$ cat src/csr_defines.svh
`ifndef CSR_DEFINES_SVH
`define CSR_DEFINES_SVH

// register width of the hart
`define CSR_XLEN 64

// mcause exception code for an illegal instruction
`define CSR_CAUSE_ILLEGAL 2

// direct-mode trap base after reset
`define CSR_MTVEC_RESET 64'h0000_0000_8000_0000

`endif

$ cat src/csr_addr_pkg.sv
`default_nettype none

package csr_addr_pkg;

    // privilege level with 2'b10 reserved and read as user
    typedef enum logic [1:0] {
        PRIV_U = 2'b00,
        PRIV_S = 2'b01,
        PRIV_M = 2'b11
    } priv_e;

    typedef struct packed {
        logic [1:0] access;   // 2'b11 marks read-only
        logic [1:0] min_priv; // lowest level allowed
        logic [7:0] index;
    } csr_addr_fields_t;

    // raw view for matching, field view for the access rules
    typedef union packed {
        logic [11:0]      raw;
        csr_addr_fields_t f;
    } csr_addr_u;

    localparam logic [11:0] MSTATUS       = 12'h300;
    localparam logic [11:0] MTVEC         = 12'h305;
    localparam logic [11:0] MCOUNTINHIBIT = 12'h320;
    localparam logic [11:0] MSCRATCH      = 12'h340;
    localparam logic [11:0] MEPC          = 12'h341;
    localparam logic [11:0] MCAUSE        = 12'h342;
    localparam logic [11:0] MTVAL         = 12'h343;
    localparam logic [11:0] MCYCLE        = 12'hB00;
    localparam logic [11:0] MINSTRET      = 12'hB02;

    localparam logic [11:0] SSTATUS       = 12'h100;
    localparam logic [11:0] STVEC         = 12'h105;
    localparam logic [11:0] SSCRATCH      = 12'h140;
    localparam logic [11:0] SEPC          = 12'h141;
    localparam logic [11:0] SCAUSE        = 12'h142;

    localparam logic [11:0] CYCLE         = 12'hC00; // user shadows
    localparam logic [11:0] INSTRET       = 12'hC02;

endpackage

`default_nettype wire

$ cat src/csr_reg_pkg.sv
`include "csr_defines.svh"
`default_nettype none

package csr_reg_pkg;
    import csr_addr_pkg::*;

    typedef struct packed {
        logic                 valid;
        logic                 we;
        csr_addr_u            addr;
        logic [`CSR_XLEN-1:0] wdata;
    } csr_req_t;

    typedef struct packed {
        logic [`CSR_XLEN-1:0] rdata;
        logic                 illegal;
    } csr_rsp_t;

    // write broadcast to the register banks
    typedef struct packed {
        logic                 en;
        csr_addr_u            addr;
        logic [`CSR_XLEN-1:0] data;
    } csr_wr_t;

    typedef struct packed {
        logic                 enter;
        logic [`CSR_XLEN-1:0] epc;
        logic [`CSR_XLEN-1:0] tval;
        priv_e                prev_priv;
    } trap_upd_t;

    typedef struct packed {
        logic                 valid;
        logic [`CSR_XLEN-1:0] target_pc;
    } trap_out_t;

    typedef struct packed {
        logic [50:0] rsvd_hi;
        logic [1:0]  mpp;       // bits 12:11
        logic [1:0]  rsvd_10_9;
        logic        spp;       // bit 8
        logic        mpie;
        logic        rsvd_6;
        logic        spie;      // bit 5
        logic        rsvd_4;
        logic        mie;       // bit 3
        logic        rsvd_2;
        logic        sie;       // bit 1
        logic        rsvd_0;
    } mstatus_t;

endpackage

`default_nettype wire

$ cat src/csr_access_unit.sv
`include "csr_defines.svh"
`default_nettype none

module csr_access_unit
    import csr_addr_pkg::*;
    import csr_reg_pkg::*;
(
    input  wire                       clk,
    input  wire                       rst,
    input  wire csr_req_t             req,
    input  wire priv_e                priv,
    input  wire                       ready,
    input  wire [`CSR_XLEN-1:0]       m_rdata,
    input  wire [`CSR_XLEN-1:0]       s_rdata,
    input  wire [`CSR_XLEN-1:0]       cnt_rdata,
    input  wire                       m_hit,
    input  wire                       s_hit,
    input  wire                       cnt_hit,
    output csr_rsp_t                  rsp,
    output csr_wr_t                   wr,
    output logic                      illegal_req
);

    logic  accept;
    logic  hit_any;
    logic  priv_ok;
    logic  ro_viol;
    logic  illegal;
    priv_e eff_priv;

    assign accept = req.valid && ready; // sequencer busy stalls the port

    always_comb begin
        eff_priv = priv;
        if (priv == 2'b10) begin
            eff_priv = PRIV_U; // reserved level behaves as user
        end
    end

    assign hit_any = m_hit || s_hit || cnt_hit;
    assign priv_ok = (eff_priv >= req.addr.f.min_priv);
    assign ro_viol = req.we && (req.addr.f.access == 2'b11);
    assign illegal = !hit_any || !priv_ok || ro_viol;

    always_comb begin
        rsp.illegal = illegal;
        if (illegal) begin
            rsp.rdata = '0; // no data leaks on a refused access
        end else if (m_hit) begin
            rsp.rdata = m_rdata;
        end else if (s_hit) begin
            rsp.rdata = s_rdata;
        end else begin
            rsp.rdata = cnt_rdata;
        end
    end

    assign wr.en   = accept && req.we && !illegal;
    assign wr.addr = req.addr;
    assign wr.data = req.wdata;

    assign illegal_req = accept && illegal; // kicks off trap entry

    // banks decode disjoint address sets
    a_one_hit: assert property (@(posedge clk) disable iff (rst)
        $onehot0({m_hit, s_hit, cnt_hit}));

    a_wr_xor_trap: assert property (@(posedge clk) disable iff (rst)
        !(wr.en && illegal_req));

endmodule

`default_nettype wire

$ cat src/csr_trap_fsm.sv
`include "csr_defines.svh"
`default_nettype none

module csr_trap_fsm
    import csr_addr_pkg::*;
    import csr_reg_pkg::*;
(
    input  wire                 clk,
    input  wire                 rst,
    input  wire                 illegal_req,
    input  wire [`CSR_XLEN-1:0] pc,
    input  wire csr_addr_u      addr,
    input  wire priv_e          priv,
    input  wire [`CSR_XLEN-1:0] mtvec,
    output logic                ready,
    output trap_out_t           trap,
    output trap_upd_t           upd
);

    typedef enum logic {
        IDLE,
        ENTER
    } state_e;

    state_e               state;
    logic [`CSR_XLEN-1:0] cap_pc;
    csr_addr_u            cap_addr;
    priv_e                cap_priv;

    always_ff @(posedge clk) begin
        if (rst) begin
            state <= IDLE;
        end else begin
            case (state)
                IDLE:    if (illegal_req) state <= ENTER;
                default: state <= IDLE; // entry is a single cycle
            endcase
        end
    end

    // context of the offending request
    always_ff @(posedge clk) begin
        if (illegal_req) begin
            cap_pc   <= pc;
            cap_addr <= addr;
            cap_priv <= (priv == 2'b10) ? PRIV_U : priv;
        end
    end

    assign ready = (state == IDLE);

    assign trap.valid     = (state == ENTER);
    assign trap.target_pc = {mtvec[`CSR_XLEN-1:2], 2'b00}; // direct mode only

    assign upd.enter     = (state == ENTER);
    assign upd.epc       = cap_pc;
    assign upd.tval      = {{(`CSR_XLEN-12){1'b0}}, cap_addr.raw};
    assign upd.prev_priv = cap_priv;

    a_trap_one_cycle: assert property (@(posedge clk) disable iff (rst)
        trap.valid |=> !trap.valid);

endmodule

`default_nettype wire

$ cat src/csr_counters.sv
`include "csr_defines.svh"
`default_nettype none

module csr_counters
    import csr_addr_pkg::*;
    import csr_reg_pkg::*;
(
    input  wire                  clk,
    input  wire                  rst,
    input  wire csr_wr_t         wr,
    input  wire                  instr_retired,
    input  wire csr_addr_u       addr,
    output logic [`CSR_XLEN-1:0] rdata,
    output logic                 hit
);

    logic [`CSR_XLEN-1:0] mcycle;
    logic [`CSR_XLEN-1:0] minstret;
    logic                 inh_cy; // mcountinhibit.CY
    logic                 inh_ir; // mcountinhibit.IR

    always_ff @(posedge clk) begin
        if (rst) begin
            mcycle   <= '0;
            minstret <= '0;
            inh_cy   <= 1'b0;
            inh_ir   <= 1'b0;
        end else begin
            if (wr.en && wr.addr.raw == MCYCLE) begin
                mcycle <= wr.data; // write beats the increment
            end else if (!inh_cy) begin
                mcycle <= mcycle + `CSR_XLEN'd1;
            end
            if (wr.en && wr.addr.raw == MINSTRET) begin
                minstret <= wr.data;
            end else if (instr_retired && !inh_ir) begin
                minstret <= minstret + `CSR_XLEN'd1;
            end
            if (wr.en && wr.addr.raw == MCOUNTINHIBIT) begin
                inh_cy <= wr.data[0];
                inh_ir <= wr.data[2];
            end
        end
    end

    always_comb begin
        hit   = 1'b1;
        rdata = '0;
        case (addr.raw)
            MCYCLE, CYCLE:     rdata = mcycle;
            MINSTRET, INSTRET: rdata = minstret;
            MCOUNTINHIBIT:     rdata = {{(`CSR_XLEN-3){1'b0}}, inh_ir, 1'b0, inh_cy};
            default:           hit = 1'b0;
        endcase
    end

endmodule

`default_nettype wire

$ cat src/csr_machine_regs.sv
`include "csr_defines.svh"
`default_nettype none

module csr_machine_regs
    import csr_addr_pkg::*;
    import csr_reg_pkg::*;
(
    input  wire                  clk,
    input  wire                  rst,
    input  wire csr_wr_t         wr,
    input  wire trap_upd_t       upd,
    input  wire csr_addr_u       addr,
    input  wire mstatus_t        sstatus_wr,
    input  wire                  sstatus_we,
    output logic [`CSR_XLEN-1:0] rdata,
    output logic                 hit,
    output mstatus_t             mstatus,
    output logic [`CSR_XLEN-1:0] mtvec
);

    localparam logic [`CSR_XLEN-1:0] CAUSE_ILLEGAL = `CSR_CAUSE_ILLEGAL;

    logic [`CSR_XLEN-1:0] mepc;
    logic [`CSR_XLEN-1:0] mcause;
    logic [`CSR_XLEN-1:0] mtval;
    logic [`CSR_XLEN-1:0] mscratch;
    mstatus_t             wr_st;

    assign wr_st = wr.data; // field view of the write data

    always_ff @(posedge clk) begin
        if (rst) begin
            mstatus  <= '0;
            mtvec    <= `CSR_MTVEC_RESET;
            mepc     <= '0;
            mcause   <= '0;
            mtval    <= '0;
            mscratch <= '0;
        end else if (upd.enter) begin
            mepc         <= upd.epc;
            mcause       <= CAUSE_ILLEGAL;
            mtval        <= upd.tval;
            mstatus.mpie <= mstatus.mie; // push interrupt enable
            mstatus.mie  <= 1'b0;
            mstatus.mpp  <= upd.prev_priv;
        end else begin
            if (wr.en) begin
                case (wr.addr.raw)
                    MSTATUS: begin
                        mstatus.sie  <= wr_st.sie;
                        mstatus.mie  <= wr_st.mie;
                        mstatus.spie <= wr_st.spie;
                        mstatus.mpie <= wr_st.mpie;
                        mstatus.spp  <= wr_st.spp;
                        mstatus.mpp  <= wr_st.mpp;
                    end
                    MTVEC:    mtvec    <= wr.data;
                    MEPC:     mepc     <= wr.data;
                    MCAUSE:   mcause   <= wr.data;
                    MTVAL:    mtval    <= wr.data;
                    MSCRATCH: mscratch <= wr.data;
                    default:  ;
                endcase
            end
            if (sstatus_we) begin
                // supervisor view only reaches these three
                mstatus.sie  <= sstatus_wr.sie;
                mstatus.spie <= sstatus_wr.spie;
                mstatus.spp  <= sstatus_wr.spp;
            end
        end
    end

    always_comb begin
        hit   = 1'b1;
        rdata = '0;
        case (addr.raw)
            MSTATUS:  rdata = mstatus;
            MTVEC:    rdata = mtvec;
            MEPC:     rdata = mepc;
            MCAUSE:   rdata = mcause;
            MTVAL:    rdata = mtval;
            MSCRATCH: rdata = mscratch;
            default:  hit = 1'b0;
        endcase
    end

    a_mstatus_rsvd: assert property (@(posedge clk) disable iff (rst)
        {mstatus.rsvd_hi, mstatus.rsvd_10_9, mstatus.rsvd_6,
         mstatus.rsvd_4, mstatus.rsvd_2, mstatus.rsvd_0} == '0);

endmodule

`default_nettype wire

$ cat src/csr_supervisor_regs.sv
`include "csr_defines.svh"
`default_nettype none

module csr_supervisor_regs
    import csr_addr_pkg::*;
    import csr_reg_pkg::*;
(
    input  wire                  clk,
    input  wire                  rst,
    input  wire csr_wr_t         wr,
    input  wire csr_addr_u       addr,
    input  wire mstatus_t        mstatus,
    output logic [`CSR_XLEN-1:0] rdata,
    output logic                 hit,
    output mstatus_t             sstatus_wr,
    output logic                 sstatus_we
);

    logic [`CSR_XLEN-1:0] stvec;
    logic [`CSR_XLEN-1:0] sepc;
    logic [`CSR_XLEN-1:0] scause;
    logic [`CSR_XLEN-1:0] sscratch;
    mstatus_t             wr_st;
    mstatus_t             sstatus; // restricted view of mstatus

    assign wr_st = wr.data;

    always_comb begin
        sstatus      = '0;
        sstatus.sie  = mstatus.sie;
        sstatus.spie = mstatus.spie;
        sstatus.spp  = mstatus.spp;
    end

    // masked update forwarded to the machine bank
    always_comb begin
        sstatus_wr      = '0;
        sstatus_wr.sie  = wr_st.sie;
        sstatus_wr.spie = wr_st.spie;
        sstatus_wr.spp  = wr_st.spp;
    end

    assign sstatus_we = wr.en && (wr.addr.raw == SSTATUS);

    always_ff @(posedge clk) begin
        if (rst) begin
            stvec    <= '0;
            sepc     <= '0;
            scause   <= '0;
            sscratch <= '0;
        end else if (wr.en) begin
            case (wr.addr.raw)
                STVEC:    stvec    <= wr.data;
                SEPC:     sepc     <= wr.data;
                SCAUSE:   scause   <= wr.data;
                SSCRATCH: sscratch <= wr.data;
                default:  ;
            endcase
        end
    end

    always_comb begin
        hit   = 1'b1;
        rdata = '0;
        case (addr.raw)
            SSTATUS:  rdata = sstatus;
            STVEC:    rdata = stvec;
            SEPC:     rdata = sepc;
            SCAUSE:   rdata = scause;
            SSCRATCH: rdata = sscratch;
            default:  hit = 1'b0;
        endcase
    end

endmodule

`default_nettype wire

$ cat src/csr_top.sv
`include "csr_defines.svh"
`default_nettype none

module csr_top
    import csr_addr_pkg::*;
    import csr_reg_pkg::*;
(
    input  wire                 clk,
    input  wire                 rst,
    input  wire csr_req_t       req,
    input  wire [`CSR_XLEN-1:0] pc,
    input  wire                 instr_retired,
    input  wire priv_e          priv,
    output csr_rsp_t            rsp,
    output logic                ready,
    output trap_out_t           trap
);

    logic [`CSR_XLEN-1:0] m_rdata;
    logic [`CSR_XLEN-1:0] s_rdata;
    logic [`CSR_XLEN-1:0] cnt_rdata;
    logic                 m_hit;
    logic                 s_hit;
    logic                 cnt_hit;
    logic                 illegal_req;
    logic                 sstatus_we;
    logic [`CSR_XLEN-1:0] mtvec;
    csr_wr_t              wr;
    trap_upd_t            upd;
    mstatus_t             mstatus;
    mstatus_t             sstatus_wr;

    csr_access_unit u_access (
        .clk(clk), .rst(rst), .req(req), .priv(priv), .ready(ready),
        .m_rdata(m_rdata), .s_rdata(s_rdata), .cnt_rdata(cnt_rdata),
        .m_hit(m_hit), .s_hit(s_hit), .cnt_hit(cnt_hit),
        .rsp(rsp), .wr(wr), .illegal_req(illegal_req)
    );

    csr_trap_fsm u_trap (
        .clk(clk), .rst(rst), .illegal_req(illegal_req), .pc(pc),
        .addr(req.addr), .priv(priv), .mtvec(mtvec),
        .ready(ready), .trap(trap), .upd(upd)
    );

    csr_counters u_counters (
        .clk(clk), .rst(rst), .wr(wr), .instr_retired(instr_retired),
        .addr(req.addr), .rdata(cnt_rdata), .hit(cnt_hit)
    );

    csr_machine_regs u_machine (
        .clk(clk), .rst(rst), .wr(wr), .upd(upd), .addr(req.addr),
        .sstatus_wr(sstatus_wr), .sstatus_we(sstatus_we),
        .rdata(m_rdata), .hit(m_hit), .mstatus(mstatus), .mtvec(mtvec)
    );

    csr_supervisor_regs u_supervisor (
        .clk(clk), .rst(rst), .wr(wr), .addr(req.addr), .mstatus(mstatus),
        .rdata(s_rdata), .hit(s_hit),
        .sstatus_wr(sstatus_wr), .sstatus_we(sstatus_we)
    );

endmodule

`default_nettype wire

$ cat config.mk
export PLATFORM = sky130hd
export DESIGN_NAME = csr_top
export DESIGN_NICKNAME = d
export VERILOG_FILES = /design/src/csr_addr_pkg.sv /design/src/csr_reg_pkg.sv /design/src/csr_access_unit.sv /design/src/csr_trap_fsm.sv /design/src/csr_counters.sv /design/src/csr_machine_regs.sv /design/src/csr_supervisor_regs.sv /design/src/csr_top.sv
export VERILOG_INCLUDE_DIRS = /design/src /design/src/src
export SDC_FILE = /design/constraint.sdc
export NUM_CORES = 2
export LEC_CHECK = 0
export BUFFER_PORTS_ARGS = -buffer_cell sky130_fd_sc_hd__buf_2
export CAP_MARGIN = 20
export CORE_ASPECT_RATIO = 1.25
export CORE_MARGIN = 5
export CORE_UTILIZATION = 45
export CTS_CLUSTER_DIAMETER = 120
export DETAILED_ROUTE_END_ITERATION = 10
export HOLD_SLACK_MARGIN = 0.15
export SETUP_SLACK_MARGIN = 0.05
export SLEW_MARGIN = 15
export SYNTH_ARGS = -nofsm -noshare
export SYNTH_HDL_FRONTEND = slang
export SYNTH_SLANG_ARGS = --single-unit
$ cat constraint.sdc
create_clock -name clk -period 6.6 [get_ports clk]
set_clock_uncertainty 0.05 [all_clocks]
set_input_delay 0.66 -clock clk [delete_from_list [all_inputs] [get_ports clk]]
set_output_delay 0.66 -clock clk [all_outputs]
set_load 0.02 [all_outputs]
==> impl_metrics.json <==
{
  "status": "completed",
  "path_class": "in2out",
  "postSynthAreaPerCell_sq_um": 8.25,
  "reg2regPathDepth": 7,
  "grt_pass1_vias": 30632,
  "drt_first_iter_violations": 3112,
  "final_common_cell": "nand2_1",
  "hold_path.class": "in2reg",
  "async_flop_share_pct": 0,
  "routed_wirelength_um": 121000,
  "ioPinCount": 278,
  "end_kind": "primary output",
  "drc": 0,
  "reg2reg_from": "u_trap.state",
  "power_leakage_nw": 13.9,
  "dp.cells": 5325,
  "vias": 32032,
  "crit_required_ns": 5.89,
  "slew_headroom_pct": 31.4,
  "holdPathStages": 1,
  "dpl_cell_area_sq_um": 37600,
  "grt.total_usage_pct": 26.9,
  "setup_tns_ns": 0,
  "globalplace.congestion": 0.916,
  "tritoncts": "built",
  "hold_end": "u_trap.cap_pc[37]",
  "die_area_sq_um": 86500,
  "worstHoldStart": "pc[37]",
  "drive_above_1_share_pct": 13.3,
  "dr.max_layer_used": "met5",
  "finalMaxSlewViolations": 0,
  "met1_length_um": 51500,
  "ys_ff_latch": 792,
  "final_cell_mix": "nand2_1 (1090), dfxtp_1 (714), a21oi_1 (574)",
  "cts.path.max_buffers": 3,
  "dp_hpwl_um": 80300,
  "die_h_um": 328,
  "synthFlopType": "dfxtp_1",
  "route.met3.wl_um": 6910,
  "syn_area_sq_um": 36300,
  "rsz0062_at_grt": "no",
  "port_buffers": 275,
  "cts_max_level": 3,
  "power.density_nw_per_um2": 251,
  "stdcell_area_sq_um": 40800,
  "via_per_inst": 5.80,
  "finalSetupViolations": 0,
  "fp.dieW_um": 264,
  "peakVddDrop_v": 0.000174,
  "rows": 116,
  "fin_cells": 5523,
  "synth_cell_types": 75,
  "fin_nets": 4546,
  "regToRegSetupSlack_ns": 2.86,
  "antenna_found_initial": 2,
  "grt_max_degree": 166,
  "finalHoldViolations": 0,
  "fmax_mhz": 227,
  "synth_edf_count": 78,
  "fin_crit_sh_pct": 66.9,
  "core_area_sq_um": 80100,
  "avgRoutedWirePerCell_um": 22.0,
  "yosysTopAreaCellShare_pct": 39.3,
  "post-place-ws_ns": 2.08,
  "setup_ws_ns": 2.19,
  "crit_fanout": 34,
  "yosysWarnings": 0,
  "yosysSeqAreaShare_pct": 45.8,
  "r2r_end": "u_machine.mtval[33]",
  "insertion_delay_ns": 0.64,
  "netlist_instances": 4403,
  "crit_arrival_ns": 3.70,
  "grt_pass1_wl_um": 188000,
  "ctsRootBufferMaster": "clkbuf_16",
  "ys_top_cells_by_area": "dfxtp_1 (39%), nand2_1 (11%), a21oi_1 (7.9%)",
  "cts-buffers-inserted": 85,
  "cap_violations": 0,
  "initial_core_util_pct": 45.3,
  "start_kind": "primary input",
  "clkTransAtPathRegs_ns": 0.06,
  "clock_sinks": 792,
  "wl_met2_um": 59900,
  "yosys.area.top_type": "dfxtp_1",
  "final_antenna_net_count": 0,
  "worst_pin_slew_ns": 1.03,
  "grt_overflow": 0,
  "dr.pass1.iters": 10,
  "fin_crit_ns": 4.41,
  "syn_to_final_growth_pct": 12.3
}
-- synth_stat cells (all sizes together), types with 11 or more instances --
library cell  number
and2              19
nor3              37
and3              34
xor2              62
inv               11
o22ai             61
a211oi           232
and4              23
nand3             47
buf              159
a21oi            574
dfxtp            714
nand2           1096
mux2              53
nor2             319
a222oi            54
mux2i            137
nor4              19
clkbuf           318
xnor2             54
edfxtp            78
a22oi            137
a311oi            18
nand4             55
-- stage by stage --
step	utilization, %	total power, mW	hold WS [ns]
2_1_floorplan	-	5.33	0.378
4_1_cts	50.9	10.3	0.150
3_5_place_dp	46.9	5.52	0.390
5_1_grt	50.9	10.6	0.160
3_3_place_gp	46.9	5.52	0.384
6_report	50.9	10.2	0.180
-- worst max-delay path: stages --
cell      delay (ns)
buf_4           0.33
nor4b_2         0.51
and4_2          0.91
buf_4           0.56
a222oi_1        0.20
a21oi_1         0.27
buf_2           0.22
-- worst max-delay path by stage --
stage                                          to  slack, ns     from  depth (start not counted)
after floorplan                u_trap.cap_addr[0]       2.38  req[65]                          6
after global placement     u_supervisor.stvec[19]       2.17  req[73]                          9
after detailed placement  u_supervisor.scause[16]       2.08  req[73]                          9
after CTS                                 rsp[13]       2.23  req[73]                          7
after global routing                      rsp[13]       2.04  req[73]                          7
final                                     rsp[13]       2.19  req[73]                          7
-- report_power, final --
part | total, mW | switching, mW | internal [mW]
sequential | 4.96 | 0.0353 | 4.93
combinational | 0.475 | 0.336 | 0.139
clock | 4.79 | 2.00 | 2.79
-- final cells by class --
type                    count  area (sq um)
diodes                      1          2.50
clock buffers             125          2510
clock inverters            27           244
fillers                  7743         39300
inverters                  11          46.3
multi-input cells        3124         17600
flip-flops and latches    792         16600
well taps                1062          1330
repair buffers            381          2370
-- logic make-up (layout without fill, tap and decap cells) --
group,count (synthesis),after routing,synth area share [%]
muxes,196,196,5.79
AOI/OAI and AO/OA,1112,1112,19.4
buffers and inverters,488,544,6.01
DFF,792,792,45.8
xor gates and xnor gates,116,116,2.80
and+or+nand+nor,1694,1694,20.1
other,1,3,0.0103
adders and majority gates,4,4,0.138
-- layer usage --
metal | up-vias | GRT usage (%)
met4 | 2 | 7.27
met5 | - | 0
met3 | 191 | 3.88
met2 | 1087 | 46.8
met1 | 15416 | 35.3
li1 | 15336 | -
-- what timing repair did --
| item | 4_1_cts | 5_1_grt |
|---|---|---|
| endpoints found under the hold margin | 44 | 0 |
| resized for setup | 0 | 0 |
| hold buffers | 44 | 0 |
| setup buffers | 0 | 0 |
No activity file was read; power rests on OpenSTA's default activity.
